[config.mk]
export PLATFORM = sky130hd
export DESIGN_NAME = fp_regfile
export DESIGN_NICKNAME = d
export VERILOG_FILES = /design/src/logic/rf_pkg.sv /design/src/logic/fp_regfile.sv
export SDC_FILE = /design/constraint.sdc
export NUM_CORES = 2
export LEC_CHECK = 0
export ABC_AREA = 0
export ABC_CLOCK_PERIOD_IN_PS = 2800
export BUFFER_PORTS_ARGS = -buffer_cell sky130_fd_sc_hd__buf_2
export CAP_MARGIN = 20
export CORE_MARGIN = 2
export CORE_UTILIZATION = 42
export CTS_CLUSTER_SIZE = 12
export DETAILED_ROUTE_END_ITERATION = 12
export GPL_TIMING_DRIVEN = 0
export PLACE_DENSITY_LB_ADDON = 0.25
export SETUP_SLACK_MARGIN = 0.4
export SLEW_MARGIN = 25
export SYNTH_ARGS = -nofsm -noshare
export SYNTH_HDL_FRONTEND = slang
export SYNTH_SLANG_ARGS = --single-unit
[constraint.sdc]
create_clock -name clk_i -period 2.8 [get_ports clk_i]
set_clock_uncertainty 0.05 [all_clocks]
set_input_delay 0.14 -clock clk_i [delete_from_list [all_inputs] [get_ports clk_i]]
set_output_delay 0.14 -clock clk_i [all_outputs]
set_load 0.01 [all_outputs]
[src/logic/rf_pkg.sv]
/*
  Register file package
  Sizes and request structs shared by the integer and FP register files
*/

`default_nettype none

package rf_pkg;

  //////////////////////////////
  // Sizes
  //////////////////////////////

  localparam int unsigned RfNumRegs = 32;
  localparam int unsigned RfAddrW   = 5;
  localparam int unsigned RfDataW   = 32;

  typedef logic [RfAddrW-1:0] rf_addr_t;
  typedef logic [RfDataW-1:0] rf_word_t;

  //////////////////////////////
  // Port requests
  //////////////////////////////

  // One read port, fp_sel picks the FP file
  typedef struct packed {
    logic     fp_sel;
    rf_addr_t addr;
  } rf_rd_req_t;

  // Shared write port
  typedef struct packed {
    logic     we;
    logic     fp_sel;
    rf_addr_t addr;
    rf_word_t data;
  } rf_wr_req_t;

endpackage

`default_nettype wire

[src/logic/fp_regfile.sv]
/*
  Floating-point register file
  32 writable flop registers, two registered read ports and the write-enable check
*/

`timescale 1ns/1ps
`default_nettype none

module fp_regfile import rf_pkg::*; (
  input  logic       clk_i,
  input  logic       rst_ni,

  input  rf_addr_t   rd_addr_a_i,
  input  rf_addr_t   rd_addr_b_i,
  input  rf_wr_req_t wr_req_i,

  output rf_word_t   rdata_a_o,
  output rf_word_t   rdata_b_o,
  output logic       err_o
);

  logic                 wr_en;
  logic [RfNumRegs-1:0] we_dec;
  logic                 we_onehot;
  logic                 err_d, err_q;
  rf_word_t             rf_reg_q [RfNumRegs];
  rf_word_t             rdata_a_q, rdata_b_q;

  //////////////////////////////
  // Write decode
  //////////////////////////////

  assign wr_en = wr_req_i.we & wr_req_i.fp_sel;

  always_comb begin
    we_dec = '0;
    if (wr_en) begin
      we_dec[wr_req_i.addr] = 1'b1;
    end
  end

  assign we_onehot = (we_dec != '0) & ((we_dec & (we_dec - 1'b1)) == '0);
  assign err_d     = wr_en ? ~we_onehot : (we_dec != '0);

  //////////////////////////////
  // Storage
  //////////////////////////////

  // f0 is a normal register
  always_ff @(posedge clk_i or negedge rst_ni) begin
    if (!rst_ni) begin
      for (int i = 0; i < RfNumRegs; i++) begin
        rf_reg_q[i] <= '0;
      end
    end else begin
      for (int i = 0; i < RfNumRegs; i++) begin
        if (we_dec[i]) begin
          rf_reg_q[i] <= wr_req_i.data;
        end
      end
    end
  end

  //////////////////////////////
  // Registered reads
  //////////////////////////////

  always_ff @(posedge clk_i or negedge rst_ni) begin
    if (!rst_ni) begin
      rdata_a_q <= '0;
      rdata_b_q <= '0;
      err_q     <= 1'b0;
    end else begin
      rdata_a_q <= rf_reg_q[rd_addr_a_i];
      rdata_b_q <= rf_reg_q[rd_addr_b_i];
      err_q     <= err_d;
    end
  end

  assign rdata_a_o = rdata_a_q;
  assign rdata_b_o = rdata_b_q;
  assign err_o     = err_q;

  // At most one register written per edge
  a_we_onehot0: assert property (@(posedge clk_i) disable iff (!rst_ni) $onehot0(we_dec))
    else $error("fp_regfile decoded write enable not one-hot");

endmodule

`default_nettype wire

==> metrics.md <==
| Metric | Value |
|---|---|
| RSZ-0062 raised after global routing | `no` |
| First DRT Iteration DRCs | `4543` |
| Relative slew slack | `22.4%` |
| Violations in the final reports | `negative hold slack` |
| Number of search-and-repair iterations in the first detailed-routing pass | `5` |
| Worst hold margin | `-614 ps` |
| Clock network fraction of design power | `39.4%` |
| Post-synthesis net count | `4729` |
| Sequential cell fraction of total power | `44.1%` |
| Non-filler instance count after layout | `6858` |
| Data arrival time at the worst-slack endpoint | `2870 ps` |
| Run status | `finished with violations` |
| Fraction of final layout cells with drive strength greater than 1 | `30.8%` |
| Achievable Freq | `434 MHz` |
| Asr flop ratio synth | `100%` |
| Routed vias/inst | `6.24` |
| Flop and latch count out of synthesis | `1089` |
| Die Span Y | `374 µm` |
| Remaining number of nets flagged by the antenna check after routing | `0` |
| Post-placement cell count | `6580` |
| Area enclosed by the die boundary | `140000 µm²` |
| Aggregate global routing overflow | `0` |
| Vias in the first global route | `42500` |
| Top cells by count, synth | `dfrtp_1 (1089), mux2i_1 (1024), mux2_2 (982)` |
| Initial cell density of the core | `42.4%` |
| Element type at the critical path end | `flip-flop` |
| First-pass GRT wire length | `305000 µm` |
| Switching share of power | `28.6%` |
| Leakage power of the design | `31.7 nW` |
| Worst-case clock buffer depth | `3` |
| Core footprint | `136000 µm²` |
| Cell types with the largest area share after synthesis | `dfrtp_1 (47%), mux2_2 (19%), mux2i_1 (18%)` |
| DP Wirelength | `151000 µm` |
| RD Place Congestion | `0.919` |
| CTS Buf Count | `130` |
| Largest driver fanout on the critical path | `10` |
| I/O pins | `116` |
| Setup TNS Final | `0 ps` |
| Core Rows | `135` |
| Level count of the clock H-tree | `4` |
| Clock network latency to the later pin of the worst-skew pair | `800 ps` |
| Max-cap violations | `0` |
| Number of flops mapped to enable cells by yosys | `0` |
| Largest net degree at the start of global routing | `128` |
| Number of distinct standard cells referenced by the synthesized netlist | `30` |
| Data required, critical path | `3370 ps` |
| Post-synthesis sequential area ratio | `47.3%` |
| Worst-path clk slew | `60 ps` |
| Average cell area after synthesis | `12.3 µm²` |
| GRT Overall Usage | `30.2%` |
| Power dissipated by switching net loads | `0.0125 W` |
| Via count of the routed design | `42800` |
| Portion of synthesized cell area occupied by the leading cell type | `47.3%` |
| Combinational fraction of design power | `16.4%` |
| Clock tree from TritonCTS | `built` |
| Synth Flop Type | `dfrtp_1` |
| Time the worst path needs with I/O delays and setup | `2300 ps` |
| Hold Fails Final Rpt | `290` |
| Horizontal die dimension | `374 µm` |
| Power per cell area | `670 nW/µm²` |
| VDD IR-drop max | `0.439 mV` |
| Class of the tightest hold or removal check | `in2async` |
| Post-Syn Area | `57600 µm²` |
| Input/output buffers | `110` |
| DRC violations left | `0` |
| Layout-stage area growth over the synthesis result | `13.7%` |
| Total number of clock tree sinks | `1089` |
| Worst Setup Slack post-DPL | `-170 ps` |
| Final number of max-transition violations | `0` |
| Synthesis Warnings | `0` |
| Final wirelength | `215000 µm` |
| Clock root cell | `clkbuf_16` |
| Syn Inst Count | `4678` |
| Most frequently used cell type in the post-synthesis netlist | `dfrtp_1` |
| Path type of the worst setup path | `in2reg` |
| Post-layout utilization of the core | `48.2%` |
| Wire per inst | `31.4 µm` |
| Net count, final | `5028` |
| Worst-Margin Slew | `1160 ps` |
| R2r setup slk | `1130 ps` |
| Final worst-path setup slack | `497 ps` |
| Cell Int Power | `0.0313 W` |
| Antenna violations before repair | `21` |
| Final critical-path share of the clock period | `82.3%` |
| Setup violation total in the final timing report | `0` |
| Kind of launch point of the worst setup path | `primary input` |
| Synth area leader | `dfrtp_1` |
==> sequential cells by signal, indices dropped and copies added, names as in the netlist <==
name / cells
rdata_b_o: 32
rf_reg_q: 1024
rdata_a_o: 32
err_o: 1
==> through the flow <==
step	hold WS, ps	area [µm²]	power [W]
global route	-590	65500	0.0454
global placement	382	60400	0.0263
finish	-614	65500	0.0439
detailed placement	214	60700	0.0266
floorplan	-206	57600	0.0240
CTS	-610	65500	0.0439
==> area by class of cell <==
type / count / area [µm²]
sequential: 1089 / 27300
clock buffer: 181 / 3740
clock inverter: 45 / 549
timing repair buffer: 167 / 1350
tap: 1781 / 2230
buffer: 450 / 2220
multi-input combinational: 3139 / 28100
antenna: 6 / 15.0
fill: 12400 / 70300
==> worst max-delay path, stage by stage <==
cell	delay [ps]
buf_2	110
nor2_1	130
clkbuf_1	820
clkbuf_1	930
a22oi_1	230
nand3_1	310
nand3_1	190
==> power by group through the flow <==
stage / clock network [W] / logic (W) / registers (W)
global placement: 0 / 0.00687 / 0.0195
finish: 0.0173 / 0.00722 / 0.0194
CTS: 0.0175 / 0.00714 / 0.0193
detailed placement: 0 / 0.00705 / 0.0196
global route: 0.0181 / 0.00771 / 0.0196
floorplan: 0 / 0.00474 / 0.0192
==> path summary, 6_finish.rpt <==
| check | to | startpoint | cells past startpoint |
|---|---|---|---|
| setup / recovery | rdata_b_o[20] | rd_addr_b_i[0] | 7 |
| hold / removal | rf_reg_q[92] | rst_ni | 2 |
| setup reg to reg | rdata_b_o[15] | rf_reg_q[943] | 5 |
| hold reg to reg | rf_reg_q[550] | rf_reg_q[550] | 1 |
| max in group asynchronous | rf_reg_q[815] | rst_ni | 6 |
| min in group clk_i | rf_reg_q[959] | wr_req_i[33] | 4 |
==> layer usage <==
metal / vias to the layer above / track usage, % / part of all wire [%]
li1: 17800 / - / -
met5: - / 0.926 / 0.18
met3: 558 / 8.53 / 9.0
met1: 22300 / 39.7 / 41
met2: 2007 / 45.6 / 44
met4: 31 / 14.9 / 5.4
==> kinds of logic (layout without fill, tap and decap cells) <==
kind of cell | after synthesis | count (layout) | synth area share [%]
multiplexers | 2048 | 2048 | 37.8
flip-flops | 1089 | 1089 | 47.3
AO/OA/AOI/OAI | 576 | 576 | 6.81
AND/OR/NAND/NOR | 514 | 514 | 4.18
buffers and inverters | 450 | 843 | 3.84
other | 1 | 7 | 0.00651
==> cells in the final DEF, fill, tap and decap left out, types with 9 or more instances in the layout <==
cell type,instances
nor3_1,66
buf_16,12
nand2_1,208
clkinv_2,23
nor2_2,9
a22oi_1,192
dlygate4sd3_1,42
clkbuf_16,133
a22o_1,128
buf_1,30
dfrtp_1,1089
buf_2,257
clkbuf_8,23
a21oi_1,192
bufinv_16,9
nand3_1,194
clkbuf_1,210
a31oi_1,64
mux2_1,42
buf_4,78
mux2i_1,1024
mux2_2,982
==> timing repair <==
item | 4_1_cts | 5_1_grt
hold buffers | 45 | 1
hold endpoints to repair | 425 | 119
resized for setup | 0 | 1
setup buffers | 0 | 0
endpoints found under the setup margin | 0 | 30
(Power assumes the default switching activity.)
