File: src/logic/rf_pkg.sv
/*
  Register file package
  Sizes and request structs shared by the integer and FP register files
*/

`default_nettype none

package rf_pkg;

  //////////////////////////////
  // Sizes
  //////////////////////////////

  localparam int unsigned RfNumRegs = 32;
  localparam int unsigned RfAddrW   = 5;
  localparam int unsigned RfDataW   = 32;

  typedef logic [RfAddrW-1:0] rf_addr_t;
  typedef logic [RfDataW-1:0] rf_word_t;

  //////////////////////////////
  // Port requests
  //////////////////////////////

  // One read port, fp_sel picks the FP file
  typedef struct packed {
    logic     fp_sel;
    rf_addr_t addr;
  } rf_rd_req_t;

  // Shared write port
  typedef struct packed {
    logic     we;
    logic     fp_sel;
    rf_addr_t addr;
    rf_word_t data;
  } rf_wr_req_t;

endpackage

`default_nettype wire

File: src/logic/rf_read_combine.sv
/*
  Read combine stage
  Picks each port's word from the integer or FP file and merges the glitch alarms
*/

`timescale 1ns/1ps
`default_nettype none

module rf_read_combine import rf_pkg::*; (
  input  logic     clk_i,
  input  logic     rst_ni,

  input  logic     fp_sel_a_i,
  input  logic     fp_sel_b_i,

  input  rf_word_t int_rdata_a_i,
  input  rf_word_t int_rdata_b_i,
  input  rf_word_t fp_rdata_a_i,
  input  rf_word_t fp_rdata_b_i,

  input  logic     int_err_i,
  input  logic     fp_err_i,

  output rf_word_t rdata_a_o,
  output rf_word_t rdata_b_o,
  output logic     alert_major_o
);

  logic fp_sel_a_q;
  logic fp_sel_b_q;

  //////////////////////////////
  // Select pipeline
  //////////////////////////////

  // Selects follow the addresses into the files' read registers
  always_ff @(posedge clk_i or negedge rst_ni) begin
    if (!rst_ni) begin
      fp_sel_a_q <= 1'b0;
      fp_sel_b_q <= 1'b0;
    end else begin
      fp_sel_a_q <= fp_sel_a_i;
      fp_sel_b_q <= fp_sel_b_i;
    end
  end

  //////////////////////////////
  // Port muxes
  //////////////////////////////

  assign rdata_a_o = fp_sel_a_q ? fp_rdata_a_i : int_rdata_a_i;
  assign rdata_b_o = fp_sel_b_q ? fp_rdata_b_i : int_rdata_b_i;

  // Either file's glitch is a major alert
  assign alert_major_o = int_err_i | fp_err_i;

  a_alert_known: assert property (
    @(posedge clk_i) disable iff (!rst_ni) !$isunknown(alert_major_o)
  ) else $error("alert_major_o is unknown");

endmodule

`default_nettype wire

File: config.mk
export PLATFORM = sky130hd
export DESIGN_NAME = rf_read_combine
export DESIGN_NICKNAME = d
export VERILOG_FILES = /design/src/logic/rf_pkg.sv /design/src/logic/rf_read_combine.sv
export SDC_FILE = /design/constraint.sdc
export NUM_CORES = 1
export LEC_CHECK = 0
export ABC_AREA = 1
export BUFFER_PORTS_ARGS = -buffer_cell sky130_fd_sc_hd__buf_2
export CORE_AREA = 2 2 78 80
export DETAILED_ROUTE_END_ITERATION = 8
export DIE_AREA = 0 0 80 82
export MAX_ROUTING_LAYER = met4
export SLEW_MARGIN = 20
export SYNTH_ARGS = -nofsm -noshare
export SYNTH_HDL_FRONTEND = slang
export SYNTH_SLANG_ARGS = --single-unit
File: constraint.sdc
create_clock -name clk_i -period 1.8 [get_ports clk_i]
set_input_delay 0 -clock clk_i [delete_from_list [all_inputs] [get_ports clk_i]]
set_output_delay 0 -clock clk_i [all_outputs]
set_load 0.005 [all_outputs]
==> metrics.cfg, run 1 <==
[outcome]
status = completed

[cts]
h-tree-depth = 1
cts_hold_buf = 3
cts-resized-gates = 0
clock_path_buffers = 2
clock_sinks = 2
post-cts-setup-buffer-count = 0
cts-root-buf = clkbuf_8
cts_tree = built
numCtsBuffers = 3
cts.clk_slew.worst_paths_ps = 30

[sta]
hold_ws_ps = 129
fmax_mhz = 782
post-route-period-util_pct = 71.1
worst_slack_ps = 521
slew_headroom_pct = 80.0
period_needed_ps = 1280
worst_pin_slew_ps = 300
rsz0062_at_grt = no
hold_viol = 0
finalSetupViolations = 0
fin_tns_setup_ps = 0
drv_slew = 0

[global_routing]
grt_pass1_wl_um = 5820
globalRouteOverflowTotal = 0
grt_usage_pct = 11.4
grt_max_degree = 33
grt_pass1_vias = 1399
antenna_found_initial = 0

[synthesis]
synth_fa_ha_area_share_pct = 0
syn_nets = 345
synth-simple-area-share_pct = 77.3
yosys_warnings = 0
synth_xor_area_share_pct = 0
ys_types = 9
synth_area_leaders = nand2_1 (61%), nand2_2 (15%), buf_6 (9.9%), dfrtp_1 (4.9%), clkbuf_8 (2.7%)
ys_seq_area_share_pct = 4.90
muxShareOfSynthArea_pct = 0
mappedNetlistArea_sq_um = 1020
synth-compound-area-share_pct = 0
synth_cells = 211
yosys.area.top_type = nand2_1
synth_top_family_by_area = simple AND/OR/NAND/NOR gates
syn_avg_cell_area_sq_um = 4.84
synth.ff_latch_count = 2
synth_top_area_share_pct = 61.4

[pwr]
p_seq_share_pct = 7.8
switchingPower_w = 0.000239
peakVddDrop_uv = 175
p_leak_nw = 1.45
p_comb_share_pct = 66.1
p_int_w = 0.000428
pwr-share-clk_pct = 26.1
powerDensity_nw_per_um2 = 326
p_sw_share_pct = 35.8

[worst_hold_path]
hold_path_class = input port to async pin

[detailed_routing]
vias_per_cell = 3.87
dr.pass1.iters = 4
drt_wl_total_um = 4380
vias = 1855
first_iter_violations = 20
postRouteAntennaNets = 0
route.detailed.drc = 0
wl_per_cell_um = 9.14

[setup_path]
cp.buffers_inverters = 2
worst-setup-path-type = flop to primary output
startpoint_type = flop
crit_chain = buf_4 -> nand2_1 -> nand2_1 -> buf_2
cp.required_ps = 1800
path_common_cell = nand2_1
critPathMaxFanout = 32
crit_family = buffers and inverters
arrival_ps = 1280
critPathCaptureType = primary output
max_stage_delay_ps = 420
cpMaxStageDelayCell = dfrtp_1

[final_layout]
fin_util_pct = 35.5
diodes = 0
stdcell_count = 479
synthToLayoutAreaGrowth_pct = 99.9
fillCellCount = 628
layout.nets = 540
drive_gt1_share_pct = 57.4

[floorplan]
core_region_area_sq_um = 5750
chipWidth_um = 80
die_y_um = 82
io_pins = 199
dieArea_sq_um = 6560
row_count = 28
start_util_pct = 17.8

[placement]
dp_hpwl_um = 3710
place.gp.congestion = 0.687
port-buffer-count = 198
place_ws_ps = 723
dp.cells = 473

[flow_run]
drv_cap = 0

## placed cells by master, fill, tap and decap left out, drive strengths merged
master and instances:
inv 2, clkbuf 3, dlygate4sd3 3, or2 1, nand2 192, buf 201
dfrtp 2
## layout make-up
cell class / count / area, sq um / share of cell area (%)
inverter: 2 / 22.5 / 1.10
sequential: 2 / 50.0 / 2.45
clock buffer: 3 / 41.3 / 2.02
multi-input combinational: 193 / 790 / 38.7
tap: 75 / 93.8 / 4.60
timing repair buffer: 204 / 1040 / 51.1
## cell usage after synthesis
cell        n
inv_8       2
or2_2       1
nand2_1   167
buf_6       9
nand2_2    25
buf_8       1
clkbuf_8    2
dfrtp_1     2
buf_4       2
## state kept, by name, summed over array words and instances, names as in the netlist
register    flops
fp_sel_b_q      1
fp_sel_a_q      1
## stage by stage
step	instance area [sq um]	total power, W
finish	2040	0.000666
global route	2040	0.000740
CTS	2040	0.000680
detailed placement	1970	0.000492
global placement	1970	0.000489
floorplan	1020	0.000255
## power by group through the flow
stage | Combinational (W) | Clock [W] | Sequential (W)
floorplan | 0.000206 | 0 | 0.0000490
global placement | 0.000437 | 0 | 0.0000522
detailed placement | 0.000440 | 0 | 0.0000524
CTS | 0.000447 | 0.000181 | 0.0000520
global route | 0.000498 | 0.000190 | 0.0000522
finish | 0.000441 | 0.000174 | 0.0000519
## cells by family after synthesis
| kind of cell | Yosys count |
|---|---|
| and+or+nand+nor | 193 |
| DFF | 2 |
| buffers and inverters | 16 |
## final timing paths
path,slack (ps),depth (start not counted),to,from
worst min-delay path,130,2,fp_sel_a_q,rst_ni
worst max-delay path,520,4,rdata_a_o[8],fp_sel_a_q
min in group clk_i,250,3,alert_major_o,int_err_i
max in group asynchronous,1570,2,fp_sel_b_q,rst_ni
## routing by layer
| layer | wire length (um) | share of wire, % | global-route usage [%] |
|---|---|---|---|
| met4 | 12 | 0.27 | 2.37 |
| met1 | 1550 | 35 | 10.6 |
| met3 | 542 | 12 | 2.64 |
| met2 | 2270 | 52 | 23.4 |
| met5 | 0 | 0 | - |
No activity file was read; power rests on OpenSTA's default activity.
==> inputs of run 2 (changes only) <==
--- a/config.mk
+++ b/config.mk
@@ -7,9 +7,9 @@
 export LEC_CHECK = 0
 export ABC_AREA = 1
 export BUFFER_PORTS_ARGS = -buffer_cell sky130_fd_sc_hd__buf_2
-export CORE_AREA = 2 2 78 80
+export CORE_AREA = 2 2 76 78
 export DETAILED_ROUTE_END_ITERATION = 8
-export DIE_AREA = 0 0 80 82
+export DIE_AREA = 0 0 78 80
 export MAX_ROUTING_LAYER = met4
 export SLEW_MARGIN = 20
 export SYNTH_ARGS = -nofsm -noshare
==> constraint.sdc (replaced) <==
create_clock -name clk_i -period 1.21 [get_ports clk_i]
set_input_delay 0 -clock clk_i [delete_from_list [all_inputs] [get_ports clk_i]]
set_output_delay 0 -clock clk_i [all_outputs]
set_load 0.005 [all_outputs]
==> run 2 against run 1 <==
Net effect: flip-flop and latch count unchanged; clock-buffer cell count unchanged; critical path depth unchanged; sequential power increased by 61%; largest power group unchanged; first-iteration DRC count increased by 45%; cell count decreased by 0.42%.
==> metrics.cfg, run 2 (synthesis results as in run 1) <==
[outcome]
status = completed

[worst_hold_path]
hold_path_class = input port to async pin

[setup_path]
arrival_ps = 1150
worst-setup-path-type = flop to primary output
cp.required_ps = 1210
critPathMaxFanout = 16
startpoint_type = flop
critPathCaptureType = primary output

[global_routing]
globalRouteOverflowTotal = 0
antenna_found_initial = 0
grt_max_degree = 33
grt_pass1_vias = 1739
grt_pass1_wl_um = 7200
grt_usage_pct = 14.3

[detailed_routing]
first_iter_violations = 29
drt_wl_total_um = 4690
route.detailed.drc = 0
wl_per_cell_um = 9.83
postRouteAntennaNets = 0
vias_per_cell = 3.99
vias = 1904
dr.pass1.iters = 4

[cts]
h-tree-depth = 1
cts.clk_slew.worst_paths_ps = 30
cts-root-buf = clkbuf_8
clock_sinks = 2
cts_tree = built
clock_path_buffers = 2
numCtsBuffers = 3

[sta]
hold_viol = 0
hold_ws_ps = 120
period_needed_ps = 1150
rsz0062_at_grt = yes
finalSetupViolations = 0
fmax_mhz = 868
worst_pin_slew_ps = 282
slew_headroom_pct = 81.2
fin_tns_setup_ps = 0
post-route-period-util_pct = 95.2
drv_slew = 0

[final_layout]
drive_gt1_share_pct = 59.0
largestRegisters = fp_sel_a_q x1, fp_sel_b_q x1
diodes = 0
seq_area_sq_um = 52.6
layout.nets = 541
final_cell_mix = buf_2 (198), nand2_1 (163), nand2_2 (29)
mostFrequentLayoutCell = buf_2
stdcell_count = 477
fillCellCount = 606
multi_input_comb_area_sq_um = 800
synthToLayoutAreaGrowth_pct = 105

[floorplan]
row_count = 27
dieArea_sq_um = 6240
start_util_pct = 18.9
core_region_area_sq_um = 5410
io_pins = 199
chipWidth_um = 78
die_y_um = 80

[placement]
place.gp.congestion = 0.693
port-buffer-count = 198
dp_hpwl_um = 3880
dp.cells = 470

[pwr]
powerDensity_nw_per_um2 = 486
peakVddDrop_uv = 307
p_leak_nw = 1.46

[flow_run]
drv_cap = 0

==> run 2: cell count changes in the layout (fill, tap and decap cells not counted) <==
cell,before,now
nand2_1,167,163
nand2_2,25,29
buf_12,0,3
buf_4,3,0
dfrtp_1,2,0
dfrtp_2,0,2
inv_6,0,1
==> run 2: worst max-delay path: stages, from the launching register on <==
cell and delay (ps):
dfrtp_2 520, buf_12 180, nand2_1 50, nand2_1 70, buf_2 110
==> run 2: routing by layer <==
metal	wire length, um	track usage [%]	vias up
met4	12	2.28	0
met5	0	-	-
met2	2480	30.3	116
li1	-	-	1006
met3	518	3.28	2
met1	1680	13.0	780
==> run 2: worst paths after layout <==
| kind | startpoint | end | slack (ps) | depth (start not counted) |
|---|---|---|---|---|
| min in group clk_i | int_err_i | alert_major_o | 240 | 3 |
| worst max-delay path | fp_sel_b_q | rdata_b_o[31] | 60 | 4 |
| max in group asynchronous | rst_ni | fp_sel_a_q | 980 | 2 |
| worst min-delay path | rst_ni | fp_sel_b_q | 120 | 2 |
==> run 2: through the flow <==
step / util (%) / instance area (sq um) / setup slack [ps] / total power [W]
floorplan: - / 1020 / 437 / 0.000379
global placement: 37.1 / 2000 / 225 / 0.000748
detailed placement: 37.1 / 2000 / 205 / 0.000752
CTS: 38.5 / 2080 / 17.2 / 0.00104
global route: 38.8 / 2100 / -29.5 / 0.00113
finish: 38.8 / 2100 / 57.9 / 0.00102
==> run 2: where the power goes <==
group,internal [W],switching [W]
Combinational,0.000371,0.000306
Sequential,0.0000715,0.0000118
Clock,0.000210,0.0000483
Total,0.000653,0.000366
==> run 2: repair_timing <==
action,CTS,global route
setup buffers,0,0
hold buffers,3,0
resized for setup,1,6
pin swaps,0,1
gates cloned,1,0
hold endpoints to repair,4,0
endpoints found under the setup margin,3,30
==> run 2: area by class of cell <==
type,instances,share of cell area (%)
clock buffer,3,1.97
timing repair buffer,204,51.6
sequential,2,2.51
tap,72,4.30
timing repair inverter,1,0.418
multi-input combinational,193,38.1
inverter,2,1.07
